==> src/um_pkg.sv <==
// um shared definitions
// packet word layout, word-kind codes, admission thresholds,
// local-bus address map, register reset values and shared types
`default_nettype none

package um_pkg;

	typedef logic [2:0]  word_kind_t;            // packet word kind
	typedef logic [3:0]  port_t;                 // input port number
	typedef logic [29:0] rule_t;                 // bit 29 set = packet from cdp
	typedef logic [31:0] lb_word_t;              // local-bus address/data word
	typedef logic [7:0]  usedw_t;                // packet fifo fill count
	typedef logic [4:0]  rule_usedw_t;           // rule fifo fill count

	// one 139-bit cdp word, msb first
	typedef struct packed {
		word_kind_t   kind;                      // head / tail / body marker
		logic [3:0]   rsvd;
		port_t        port;                      // valid on the head word
		logic [127:0] data;
	} cdp_word_t;

	typedef struct packed {
		logic     ale;                           // address latch enable
		logic     cs_n;                          // chip select, active low
		logic     rd_wr;                         // 1 read, 0 write
		lb_word_t data;                          // muxed address / write data
	} lb_req_t;

	// route table view of ram0..ram3
	typedef struct packed {
		port_t port_a;                           // ram0[3:0]
		rule_t rule_a;                           // ram1[29:0]
		port_t port_b;                           // ram2[3:0]
		rule_t rule_b;                           // ram3[29:0]
	} route_cfg_t;

	localparam int unsigned CDP_WORD_W = 139;    // matches $bits(cdp_word_t)

	localparam word_kind_t KIND_HEAD = 3'b101;   // first word of a packet
	localparam word_kind_t KIND_TAIL = 3'b110;   // last word of a packet

	localparam int unsigned FIFO_DEPTH       = 256;
	localparam usedw_t      FIFO_ADMIT_LIMIT = 8'd161; // room for a max-size packet
	localparam rule_usedw_t RULE_FIFO_LIMIT  = 5'd30;

	localparam logic [3:0] UM_SELECT  = 4'b0001; // address bits 31..28
	localparam logic [1:0] REGION_ID  = 2'b00;   // identification registers
	localparam logic [1:0] REGION_RAM = 2'b01;   // route registers

	// "UM", then version words
	localparam lb_word_t ID_RESET [0:7] = '{
		32'h554D, 32'h0609, 32'h0528, 32'h0526,
		32'h0, 32'h0, 32'h0, 32'h0
	};

	// default routes: port 1 -> rule 4, port 2 -> rule 2
	localparam lb_word_t RAM_RESET [0:7] = '{
		32'h1, 32'h4, 32'h2, 32'h2,
		32'h0, 32'h0, 32'h0, 32'h0
	};

	localparam rule_t RULE_DISCARD = 30'h0200_0000; // drop packets from unknown ports

endpackage

`default_nettype wire

==> src/um_egress_forward.sv <==
// um egress forwarder
// waits for the output controller, then pops one whole packet from
// the buffer fifo and drives it registered onto the cdp output
`timescale 1ns/1ps
`default_nettype none

module um_egress_forward (
	input  wire logic               clk,
	input  wire logic               reset,
	input  wire logic               cdp2um_tx_enable,
	input  wire um_pkg::cdp_word_t  fifo_word,
	input  wire logic               fifo_empty,
	output logic                    fifo_rd,
	output logic                    um2cdp_data_valid,
	output um_pkg::cdp_word_t       um2cdp_data
);
	import um_pkg::*;

	typedef enum logic {
		EG_IDLE,
		EG_FWD
	} eg_state_t;

	eg_state_t state;

	// pop whenever a word is shown while forwarding, stall on empty
	assign fifo_rd = (state == EG_FWD) && !fifo_empty;

	always_ff @(posedge clk or negedge reset)
	begin
		if (!reset)
		begin
			state             <= EG_IDLE;
			um2cdp_data_valid <= 1'b0;
		end
		else
		begin
			um2cdp_data_valid <= fifo_rd;  // popped word is valid next cycle
			case (state)
				EG_IDLE:
					if (cdp2um_tx_enable && !fifo_empty) // tx_enable only sampled here
						state <= EG_FWD;
				EG_FWD:
					if (fifo_rd && fifo_word.kind == KIND_TAIL)
						state <= EG_IDLE;   // packet done, wait for the next grant
				default:
					state <= EG_IDLE;
			endcase
		end
	end

	always_ff @(posedge clk)
	begin
		if (fifo_rd)
			um2cdp_data <= fifo_word;      // words pass through unchanged
	end

endmodule

`default_nettype wire

==> config.mk <==
export PLATFORM = sky130hd
export DESIGN_NAME = um_egress_forward
export DESIGN_NICKNAME = d
export VERILOG_FILES = /design/src/um_pkg.sv /design/src/um_egress_forward.sv
export SDC_FILE = /design/constraint.sdc
export NUM_CORES = 1
export LEC_CHECK = 0
export ABC_CLOCK_PERIOD_IN_PS = 6000
export BUFFER_PORTS_ARGS = -buffer_cell sky130_fd_sc_hd__buf_2
export CAP_MARGIN = 5
export CORE_AREA = 2 2 110 112
export CTS_BUF_LIST = sky130_fd_sc_hd__clkbuf_8
export DETAILED_ROUTE_END_ITERATION = 6
export DIE_AREA = 0 0 112 114
export HOLD_SLACK_MARGIN = 0.03
export PLACE_DENSITY = 0.81
export SYNTH_ARGS = -nofsm -noshare
export SYNTH_HDL_FRONTEND = slang
export SYNTH_SLANG_ARGS = --single-unit
==> constraint.sdc <==
create_clock -name clk -period 6 [get_ports clk]
set_input_delay 0.3 -clock clk [delete_from_list [all_inputs] [get_ports clk]]
set_output_delay 0.3 -clock clk [all_outputs]
set_load 0.01 [all_outputs]
==> impl_metrics.tcl, run 1 <==
set metrics [dict create \
    synth_fp_nets 288 \
    place_area_mm2 0.005879 \
    start_util_pct 36.46 \
    numClockSinks 141 \
    clockBufferDepth 2 \
    post_cts_resized 0 \
    cts_made_buffers 17 \
    netlist-cell-type-count 6 \
    syn_area_mm2 0.004270 \
    ios 284 \
    num_rows 40 \
    die_x_um 112 \
    outcome "stopped before the end" \
    syn_area_per_cell_um2 29.45 \
    hpwl_mm 7.340 \
    io_buffers 283 \
    firstError "[ERROR RSZ-0060] Max buffer count reached." \
    postSynthCellCount 145 \
    cts_setup_buffers 0 \
    yosysWarningCount 0 \
    dp_slack_ns 3.186 \
    die_y_um 114 \
    cts_max_level 4 \
    gp_congestion 0.7205 \
    root_buffer "clkbuf_8" \
    seq_area_frac_synth_pct 98.92 \
    stop_stage "clock tree synthesis" \
    ctsHoldBuffers 122 \
    yosys_register_bits 141 \
]
==> cell families after synthesis <==
| family | share of synthesized area, % |
|---|---|
| compound gates | 0.3515 |
| flops | 98.92 |
| simple gates | 0.7325 |
==> through the flow <==
step	utilization (%)	instances
after floorplan	-	145
after global placement	50.20	576
after detailed placement	50.20	576
==> cell usage after synthesis, drive strengths merged <==
master	number	area (um2)
edfxtp	139	4174
and2b	2	18.77
dfrtp	2	50.05
a2bb2oi	1	15.01
and4bb	1	12.51
==> run 2, diff against run 1 <==
- CORE_AREA: 2 2 110 112 -> unset
- CORE_UTILIZATION: unset -> 30
- CTS_BUF_LIST: sky130_fd_sc_hd__clkbuf_8 -> unset
- DIE_AREA: 0 0 112 114 -> unset
- HOLD_SLACK_MARGIN: 0.03 -> unset
- PLACE_DENSITY: 0.81 -> unset
- PLACE_DENSITY_LB_ADDON: unset -> 0.15
==> run 2 against run 1 <==
The run now ends clean. Synthesized cell count did not move. Area after synthesis unchanged.
==> impl_metrics.tcl, run 2 <==
set metrics [dict create \
    yosys_register_bits 141 \
    seq_power_share_pct 48.9 \
    fin_nets 592 \
    cp.arrival_ns 1.87 \
    peakVddDrop_v 0.0002335 \
    clockBufferDepth 2 \
    synthMuxAreaShare_pct 0 \
    fin_crit_ns 2.172 \
    synthXorXnorAreaFrac_pct 0 \
    synth_top_cell_by_area "edfxtp_1" \
    min_period_over_period_pct 36.20 \
    grt_pass1_vias 2616 \
    p_comb_share_pct 7.8 \
    clock_latency_ns 0.41 \
    drive_gt1_share_pct 68.18 \
    synthArstFlopShare_pct 1.418 \
    via_count 2582 \
    drt_iter0_drc 83 \
    synth_area_leaders "edfxtp_1 98%, dfrtp_1 1.2%, a2bb2oi_2 0.35%" \
    synth.most_common_cell "edfxtp_1" \
    min_to "um2cdp_data[63]" \
    ios 284 \
    cts_made_buffers 17 \
    fin_ws_ns 3.828 \
    reg_top3 "um2cdp_data (139), state (1), um2cdp_data_valid (1)" \
    largest_register_ffs 139 \
    antenna_found_initial 0 \
    die_area_mm2 0.01472 \
    area_delta_synth_final_pct 53.33 \
    synth_fp_nets 288 \
    antenna_left 0 \
    grt_setup_unrepaired "no" \
    finalHoldViolCount 0 \
    die_x_um 121.3 \
    wirelength_mm 9.230 \
    setup_viol 0 \
    slew_headroom_pct 36.13 \
    whs_path_depth 1 \
    power.density_mw_per_mm2 372.5 \
    start_util_pct 30.76 \
    numClockSinks 141 \
    synth_edf_count 139 \
    start_kind "flip-flop" \
    synth_top_family_by_area "simple AND/OR/NAND/NOR gates" \
    cts_tree "done" \
    maxCapViolations 0 \
    avgViaCountPerCell 4.022 \
    yosys.area.top_type_share_pct 97.74 \
    cts_max_level 4 \
    wl_per_cell_um 14.38 \
    reg2reg_from "state" \
    hold_path_class "primary input to flip-flop" \
    rr_endpoint "um2cdp_data[124]" \
    postSynthCellCount 145 \
    hold_path.startpoint "fifo_word[63]" \
    coreArea_mm2 0.01388 \
    gp_congestion 0.6929 \
    route.detailed.drc 0 \
    nFillCells 1233 \
    outcome "complete, no violations" \
    layout_common_cells "283 x buf_2, 139 x edfxtp_1, 17 x clkbuf_16" \
    startpoint "state" \
    overflow 0 \
    reg2regPathDepth 2 \
    fmax_mhz 460.4 \
    syn_area_mm2 0.004270 \
    synth_adder_area_share_pct 0 \
    p_leak_uw 0.002799 \
    cp-end-kind "output port" \
    internal_power_uw 1944 \
    tns_ns 0 \
    swShare_pct 20.29 \
    grt_start_max_net_pins 78 \
    crit_type "flip-flop to output port" \
    cts_setup_buffers 0 \
    final_max_slew_viol_count 0 \
    tightest_slew_ns 0.9581 \
    die_y_um 121.3 \
    dr.pass1.iters 4 \
    seq_area_frac_synth_pct 98.92 \
    ctsHoldBuffers 1 \
    root_buffer "clkbuf_16" \
    syn_area_per_cell_um2 29.45 \
    hpwl_mm 6.772 \
    top_register "um2cdp_data" \
    layout_commonest_cell "buf_2" \
    grt_pass1_wl_mm 13.12 \
    io_buffers 283 \
    synth_simple_gate_area_share_pct 0.7325 \
    synth_commonest_cells "139 x edfxtp_1, 2 x dfrtp_1" \
    gr-usage-all-layers_pct 12.56 \
    post_cts_resized 0 \
    netlist-cell-type-count 6 \
    yosysWarningCount 0 \
    required_ns 5.70 \
    fin_worst_skew_ns 0.003839 \
    num_rows 43 \
    antenna-diode-count 0 \
    clk_pin_slew_ns 0.06 \
    dp_slack_ns 3.831 \
    r2r_slack_ns 3.98 \
    synthFlopType "edfxtp_1" \
    synth_compound_area_share_pct 0.3516 \
    pwr-share-clk_pct 43.3 \
    cp_max_fo 65 \
    netSwitchingPower_uw 494.8 \
]
[run 2: routing by layer]
metal	vias to the layer above	share of wire, %	GRT usage (%)
li1	1204	-	-
met1	1173	35	12.80
met2	192	47	19.39
met3	13	16	7.613
met4	0	1.9	7.870
met5	-	0	0
[run 2: through the flow]
step	std cells	instance area, um2	total power [uW]	utilization [%]	hold WS (ns)
after global placement	609	5933	1407	42.74	0.08917
final	642	6548	2439	47.17	0.06312
after CTS	642	6548	2477	47.17	0.03747
after floorplan	145	4270	1286	-	0.004409
after global routing	642	6548	2535	47.17	0.03729
after detailed placement	609	5933	1408	42.74	0.09162
[run 2: kinds of logic after synthesis]
kind of cell	count (synthesis)
DFF	141
and+or+nand+nor	3
AOI/OAI and AO/OA	1
[run 2: how the worst max path moves through the flow]
stage,cells past startpoint,slack [ns],end
final,2,3.83,fifo_rd
after global routing,2,3.67,fifo_rd
after CTS,2,3.77,fifo_rd
after detailed placement,3,3.83,um2cdp_data[125]
after global placement,3,3.86,um2cdp_data[98]
after floorplan,1,3.47,um2cdp_data[0]
[run 2: power by group through the flow]
stage               Sequential (uW)  Clock (uW)  Combinational, uW
floorplan                      1260           0               28.1
global placement               1210           0                196
detailed placement             1210           0                196
CTS                            1190        1090                196
global route                   1200        1130                210
finish                         1190        1060                191
[run 2: area by class of cell]
type | count | area, um2 | area share [%]
clock buffer | 18 | 429.2 | 6.555
clock inverter | 14 | 175.2 | 2.675
tap | 180 | 225.2 | 3.440
sequential | 141 | 4224 | 64.51
multi-input combinational | 4 | 47.55 | 0.7262
timing repair buffer | 285 | 1446 | 22.09
[run 2: worst max-delay path, cell delays in order, from the launching register on]
cell and delay (ns):
dfrtp_1 0.37, and2b_4 0.78, buf_2 0.27
Note: power is estimated with default switching activity, not from simulation.
