[config.mk]
export PLATFORM = sky130hd
export DESIGN_NAME = um_ingress_ctrl
export DESIGN_NICKNAME = d
export VERILOG_FILES = /design/src/um_pkg.sv /design/src/um_ingress_ctrl.sv
export SDC_FILE = /design/constraint.sdc
export NUM_CORES = 1
export LEC_CHECK = 0
export ABC_AREA = 1
export BUFFER_PORTS_ARGS = -buffer_cell sky130_fd_sc_hd__buf_2
export CORE_AREA = 3 3 98 100
export CTS_CLUSTER_SIZE = 16
export DETAILED_ROUTE_END_ITERATION = 8
export DIE_AREA = 0 0 101 103
export GPL_TIMING_DRIVEN = 0
export PLACE_DENSITY = 0.73
export RECOVER_POWER = 50
export SETUP_SLACK_MARGIN = 0.02
export SLEW_MARGIN = 20
export SYNTH_ARGS = -nofsm -noshare
export SYNTH_HDL_FRONTEND = slang
export SYNTH_SLANG_ARGS = --single-unit
[constraint.sdc]
create_clock -name clk -period 2.3 [get_ports clk]
set_input_delay 0.345 -clock clk [delete_from_list [all_inputs] [get_ports clk]]
set_output_delay 0.345 -clock clk [all_outputs]
set_load 0.05 [all_outputs]
[src/um_pkg.sv]
// um shared definitions
// packet word layout, word-kind codes, admission thresholds,
// local-bus address map, register reset values and shared types
`default_nettype none

package um_pkg;

	typedef logic [2:0]  word_kind_t;            // packet word kind
	typedef logic [3:0]  port_t;                 // input port number
	typedef logic [29:0] rule_t;                 // bit 29 set = packet from cdp
	typedef logic [31:0] lb_word_t;              // local-bus address/data word
	typedef logic [7:0]  usedw_t;                // packet fifo fill count
	typedef logic [4:0]  rule_usedw_t;           // rule fifo fill count

	// one 139-bit cdp word, msb first
	typedef struct packed {
		word_kind_t   kind;                      // head / tail / body marker
		logic [3:0]   rsvd;
		port_t        port;                      // valid on the head word
		logic [127:0] data;
	} cdp_word_t;

	typedef struct packed {
		logic     ale;                           // address latch enable
		logic     cs_n;                          // chip select, active low
		logic     rd_wr;                         // 1 read, 0 write
		lb_word_t data;                          // muxed address / write data
	} lb_req_t;

	// route table view of ram0..ram3
	typedef struct packed {
		port_t port_a;                           // ram0[3:0]
		rule_t rule_a;                           // ram1[29:0]
		port_t port_b;                           // ram2[3:0]
		rule_t rule_b;                           // ram3[29:0]
	} route_cfg_t;

	localparam int unsigned CDP_WORD_W = 139;    // matches $bits(cdp_word_t)

	localparam word_kind_t KIND_HEAD = 3'b101;   // first word of a packet
	localparam word_kind_t KIND_TAIL = 3'b110;   // last word of a packet

	localparam int unsigned FIFO_DEPTH       = 256;
	localparam usedw_t      FIFO_ADMIT_LIMIT = 8'd161; // room for a max-size packet
	localparam rule_usedw_t RULE_FIFO_LIMIT  = 5'd30;

	localparam logic [3:0] UM_SELECT  = 4'b0001; // address bits 31..28
	localparam logic [1:0] REGION_ID  = 2'b00;   // identification registers
	localparam logic [1:0] REGION_RAM = 2'b01;   // route registers

	// "UM", then version words
	localparam lb_word_t ID_RESET [0:7] = '{
		32'h554D, 32'h0609, 32'h0528, 32'h0526,
		32'h0, 32'h0, 32'h0, 32'h0
	};

	// default routes: port 1 -> rule 4, port 2 -> rule 2
	localparam lb_word_t RAM_RESET [0:7] = '{
		32'h1, 32'h4, 32'h2, 32'h2,
		32'h0, 32'h0, 32'h0, 32'h0
	};

	localparam rule_t RULE_DISCARD = 30'h0200_0000; // drop packets from unknown ports

endpackage

`default_nettype wire

[src/um_ingress_ctrl.sv]
// um ingress controller
// requests packets from the cdp input controller when there is room,
// and writes one forwarding rule per packet from the route table
`timescale 1ns/1ps
`default_nettype none

module um_ingress_ctrl (
	input  wire logic                  clk,
	input  wire logic                  reset,
	input  wire logic                  cdp2um_data_valid,
	input  wire um_pkg::cdp_word_t     cdp2um_data,
	input  wire um_pkg::usedw_t        fifo_usedw,
	input  wire um_pkg::rule_usedw_t   cdp2um_rule_usedw,
	input  wire um_pkg::route_cfg_t    route_cfg,
	output logic                       um2cdp_tx_enable,
	output um_pkg::rule_t              um2cdp_rule,
	output logic                       um2cdp_rule_wrreq
);
	import um_pkg::*;

	typedef enum logic {
		IN_IDLE,
		IN_REQ
	} in_state_t;

	in_state_t state;
	port_t     port_q;                          // port of the packet in flight
	logic      head_seen;
	logic      tail_seen;                       // tail with room in the rule fifo
	rule_t     rule_sel;

	assign head_seen = cdp2um_data_valid && (cdp2um_data.kind == KIND_HEAD);
	assign tail_seen = cdp2um_data_valid && (cdp2um_data.kind == KIND_TAIL)
		&& (cdp2um_rule_usedw < RULE_FIFO_LIMIT);

	// route lookup, port_a has priority over port_b
	always_comb
	begin
		if (port_q == route_cfg.port_a)
			rule_sel = route_cfg.rule_a;
		else if (port_q == route_cfg.port_b)
			rule_sel = route_cfg.rule_b;
		else
			rule_sel = RULE_DISCARD;
	end

	// tx_enable request fsm
	always_ff @(posedge clk or negedge reset)
	begin
		if (!reset)
		begin
			state            <= IN_IDLE;
			um2cdp_tx_enable <= 1'b0;
		end
		else
		begin
			case (state)
				IN_IDLE:
					// both fifos have room and the input side is between packets
					if (fifo_usedw < FIFO_ADMIT_LIMIT && cdp2um_rule_usedw < RULE_FIFO_LIMIT
						&& !cdp2um_data_valid)
					begin
						um2cdp_tx_enable <= 1'b1;
						state            <= IN_REQ;
					end
				IN_REQ:
					if (cdp2um_data_valid)     // packet has started, drop the request
					begin
						um2cdp_tx_enable <= 1'b0;
						state            <= IN_IDLE;
					end
				default:
				begin
					um2cdp_tx_enable <= 1'b0;
					state            <= IN_IDLE;
				end
			endcase
		end
	end

	// port latch and one-cycle rule write
	always_ff @(posedge clk or negedge reset)
	begin
		if (!reset)
		begin
			port_q            <= '0;
			um2cdp_rule       <= '0;
			um2cdp_rule_wrreq <= 1'b0;
		end
		else
		begin
			if (head_seen)
				port_q <= cdp2um_data.port;
			if (tail_seen)
				um2cdp_rule <= rule_sel;   // rule held until the next packet
			um2cdp_rule_wrreq <= tail_seen;
		end
	end

	// a packet has at least a head and a tail, so rules never come back to back
	a_single_wrreq: assert property (@(posedge clk) disable iff (!reset)
		um2cdp_rule_wrreq |=> !um2cdp_rule_wrreq);

endmodule

`default_nettype wire

# Yosys cells after proc, flatten, opt, wreduce, memory -nomap -nowiden
# Cells that the tools add are included.
dict set report totals {
  out_inout_bits 32
  register_bits 37
  wordCells 29
  inputBits 223
}
dict set report classes {
  bitwise_logic 1
  magnitude_cmp 2
  eq_ne 6
  reduce_logical 7
  n_mux 8
}
# operator count
set op_table {}
lappend op_table {{30-bit two-way mux} 2}
lappend op_table {{4-bit equality test} 2}
lappend op_table {{8-bit less-than comparator, second input constant} 1}
lappend op_table {{3-bit equality test, second input constant} 2}
lappend op_table {{1-bit logical AND} 5}
lappend op_table {{5-bit less-than comparator, second input constant} 1}
lappend op_table {{1-bit two-way mux} 4}
lappend op_table {{2-bit != test, second input constant} 2}
lappend op_table {{1-bit one-hot mux with 2 select lines} 2}
lappend op_table {{2-bit AND reduction} 1}
lappend op_table {{1-bit logical NOT} 1}
lappend op_table {{1-bit NOT} 1}

# Logic depth before layout (Yosys ltp)
dict set report depth {
  depth_word 5
  ltp_mapped 10
  ltp_nobuf 9
}

# Least setup slack after synthesis
# OpenSTA, ideal clock, no wires.
dict set report synth_timing {
  kind {register -> register}
  startpoint {register port_q[0]}
  endpoint {register um2cdp_rule[16]}
  arrival_time_ps 1111
  required_time_ps 2182
  stages_incl_launch_ff 10
  period_less_slack_ps 1229
  setup_slack_ps 1071
  cell_sequence {dfrtp_1 > nand2_1 > nand2_2 > nor2_4 > buf_6 > nand3_1 > nand2_1 > inv_1 > nand2_1 > nand2_1}
}
dict set report synth_between {
  elab_chain_cells 3
  word_cells_on_any_way 4
}
# element line
set synth_lines {}
lappend synth_lines {{from (decl)} um_ingress_ctrl.sv:27} ;# port_t port_q;
lappend synth_lines {{from (signal assigned)} um_ingress_ctrl.sv:93} ;# port_q <= cdp2um_data.port;
lappend synth_lines {{4-bit equality test} um_ingress_ctrl.sv:41} ;# else if (port_q == route_cfg.port_b)
lappend synth_lines {{30-bit two-way mux} um_ingress_ctrl.sv:41}
lappend synth_lines {{30-bit two-way mux (*)} um_ingress_ctrl.sv:39} ;# if (port_q == route_cfg.port_a)
lappend synth_lines {{to (signal assigned)} um_ingress_ctrl.sv:95} ;# um2cdp_rule <= rule_sel;
lappend synth_lines {{to (decl)} um_ingress_ctrl.sv:16} ;# output um_pkg::rule_t um2cdp_rule,
# Every way passes the cells marked *; elsewhere a longest branch is shown, timed or not.
# A chain may end at the register's enable or synchronous reset.

# Final worst setup path
dict set report layout_timing {
  startpoint {register um2cdp_rule[6]}
  endpoint {output port um2cdp_rule[6]}
}
# No word-level cell between the ends.

==> impl_summary.log <==
[metrics] outcome: finished clean
[metrics] netlist area before placement: about 0.0025 mm^2
[metrics] Adder-Cell Fraction of Synth Area: 0%
[metrics] Clock Latency Late Sink: 290 ps
[metrics] antenna violations before repair: 0
[metrics] slew at the pin closest to its max-slew limit: 972 ps
[metrics] clock tree from TritonCTS: built
[metrics] crit end category: output pin
[metrics] height of the die: 103 um
[metrics] number of maximum-capacitance constraint violations: 0
[metrics] net count reported at finish: approximately 750
[metrics] Pwr Density: 764 mW/mm^2
[metrics] deepest level of the CTS H-tree: 2
[metrics] Avg Synthesized Cell Area: around 6.3 um^2
[metrics] area growth from synthesis to layout: 33.0%
[metrics] Remaining Overflow, GRT: 0
[metrics] initial core utilization: 29.1%
[metrics] Max Buffers Root-to-Sink: 2
[metrics] pre-CTS setup slack: 688 ps
[metrics] dpl hpwl: approximately 5700 um
[metrics] worst path cell trace: clkbuf_1
[metrics] Syn Nets: 626
[metrics] Die X-Extent: 101 um
[metrics] share of cells above drive strength 1: 27.3%
[metrics] routed vias: between 2,000 and 3,000
[metrics] per-cell routed wire length: 11.9 um
[metrics] antenna violation net count after detailed routing: 0
[metrics] final cycle utilization of the critical path: 64.0%
[metrics] Critical Path RT: 1960 ps
[metrics] wire length of the first global-routing pass: between 10,000 and 15,000 um
[metrics] simple-gate portion of the synthesized area: 42.0%
[metrics] post-synthesis sequential area ratio: 36.3%
[metrics] number of buffers added on ports: roughly 120
[metrics] Final Util: 38.7%
[metrics] cell with the biggest individual delay on the critical path: sky130_fd_sc_hd__clkbuf_1
[metrics] parity-gate share of the synthesized area counting xor and xnor cells: 2.06%
[metrics] RePlAce Congestion: 0.850
[metrics] post-route DRC violation count: 0
[metrics] register bit total from synthesis: 37
[metrics] clock slew at reported path FFs: 80 ps
[metrics] die area: 0.0104 mm^2
[metrics] critical setup path kind: reg2out
[metrics] floorplan core area: about 0.0088 mm^2
[metrics] drt pass-1 iters: 4
[metrics] CTS resizes: 0
[metrics] dominant combinational cell family by area after synthesis: simple AND/OR/NAND/NOR gates
[metrics] synthesized instance count: between 400 and 500
[metrics] maximum number of pins on one net before global-route repair: 38
[metrics] pins over their slew limit: 0
[metrics] final hold violation count: 0
[metrics] maximum cell stage delay along the critical path: roughly 480 ps
[metrics] relative max-transition margin: 35.2%
[metrics] category of the worst setup path launch point: flip-flop
[metrics] Via-to-Cell Ratio: between 4 and 5
[metrics] top-level I/O count: 255
[metrics] setup violators final: 0
[metrics] maximum clock frequency: ~0.68 GHz
[metrics] number of placement rows: 34
[metrics] PnR worst setup slack: 829 ps
[metrics] number of buffers inserted by hold repair at cts: 0
[metrics] number of CTS-inserted buffers: 5
[metrics] arrival time at the worst endpoint: roughly 1100 ps
[metrics] Min Hold Slack: 202 ps
[metrics] diode insertion count for antenna repair: 0
[metrics] worst clock skew: a little over 7 ps
[metrics] worst path bufs/invs: 1
[metrics] count of cell types in the netlist: 20
[metrics] multiplexer area fraction after synthesis: 0%
[metrics] share of the synthesized area in compound gates (AO/OA/AOI/OAI): 1.18%
[metrics] number of global-route vias before repair: 2,513
[metrics] initial DRC count: 71
[metrics] detailed-route wire length: 7630 um
[metrics] buffer cell driving the clock tree root: sky130_fd_sc_hd__clkbuf_8
[metrics] Tot GR Track Use: 14.7%
[metrics] total negative setup slack: 0 ps
[metrics] minimum clock period: 1470 ps
[metrics] Hold WC Path Type: in2async
[metrics] maximum resistive drop on vdd: ~0.3 mV
[metrics] Sinks on Clock Net: 37
[metrics] cell type group with the largest total delay on the critical path: buffers and inverters
[metrics] Leak: approximately 0.0023 uW
[metrics] RSZ-0062 raised after global routing: false
[metrics] critical path peak fanout: 2
[metrics] number of buffers inserted by post-CTS setup repair: 0
[metrics] synth warn: 0
## metrics by stage
step,area (um^2),power (uW),std cells
final,3390,2590,640
after floorplan,2550,1680,403
after CTS,3410,2630,640
after global routing,3390,2750,640
after detailed placement,3290,2020,632
after global placement,3290,2000,632
## sequential cells by signal, indices dropped and copies added, names as in the netlist
signal and cells:
port_q 4, state 1, um2cdp_rule 30, um2cdp_tx_enable 1, um2cdp_rule_wrreq 1
## layout make-up
type | instances | area (um^2)
Sequential cell | 37 | 926
Inverter | 78 | 293
Fill cell | 942 | 5370
Multi-Input combinational cell | 267 | 1150
Clock inverter | 1 | 30.0
Clock buffer | 7 | 86.3
Tap cell | 108 | 135
Buffer | 21 | 178
Timing Repair Buffer | 121 | 593
## path summary, 6_finish.rpt
| check | startpoint | endpoint | slack, ps | cells past startpoint |
|---|---|---|---|---|
| worst max-delay path | um2cdp_rule[6] | um2cdp_rule[6] | 830 | 1 |
| worst max register to register | port_q[2] | um2cdp_rule[21] | 850 | 8 |
| worst min-delay path | reset | um2cdp_rule[14] | 200 | 1 |
| max in group asynchronous | reset | um2cdp_tx_enable | 1490 | 1 |
| min in group clk | cdp2um_data[129] | port_q[1] | 310 | 3 |
| worst min register to register | um2cdp_rule[2] | um2cdp_rule[2] | 480 | 2 |
## Yosys cell counts
library cell,count,area (um^2)
sky130_fd_sc_hd__nand4_1,1,6.26
sky130_fd_sc_hd__buf_4,3,22.5
sky130_fd_sc_hd__xnor2_1,3,26.3
sky130_fd_sc_hd__o21ai_0,2,10.0
sky130_fd_sc_hd__nand3_1,62,310
sky130_fd_sc_hd__nor2_2,2,12.5
sky130_fd_sc_hd__buf_2,4,20.0
sky130_fd_sc_hd__nand2_2,2,12.5
sky130_fd_sc_hd__a21oi_1,4,20.0
sky130_fd_sc_hd__buf_6,11,124
sky130_fd_sc_hd__nand2_4,1,11.3
sky130_fd_sc_hd__nor2_1,11,41.3
sky130_fd_sc_hd__nor2_4,2,22.5
sky130_fd_sc_hd__xor2_1,3,26.3
sky130_fd_sc_hd__dfrtp_1,37,926
sky130_fd_sc_hd__nand2_1,173,649
sky130_fd_sc_hd__inv_1,74,278
sky130_fd_sc_hd__nor3_1,1,5.00
sky130_fd_sc_hd__inv_2,4,15.0
sky130_fd_sc_hd__clkbuf_1,3,11.3
## placed cells by master (no fill, tap or decap), drive strengths merged, types with 2 or more instances in the layout
cell type,synthesis,layout
buf,18,128
inv,78,77
clkbuf,3,21
nand2,176,176
nor2,15,15
a21oi,4,4
xnor2,3,3
xor2,3,3
nand3,62,62
o21ai,2,2
dfrtp,37,37
## cell families after synthesis
group                  count (synthesis)
XOR/XNOR                               6
AO/OA/AOI/OAI                          6
flip-flops                            37
buffers and inverters                 99
AND/OR/NAND/NOR                      255
## routing by layer
metal | share of wire, % | GRT usage [%] | routed length, um
met5 | 0 | 0 | 0
met4 | 0.60 | 2.86 | 46
met3 | 10 | 3.65 | 796
met2 | 41 | 23.1 | 3100
met1 | 48 | 20.7 | 3680
## report_power, final
part	internal [uW]	switching, uW
combinational	336	811
clock	354	241
sequential	771	79.5
No activity file was read; power rests on OpenSTA's default activity.
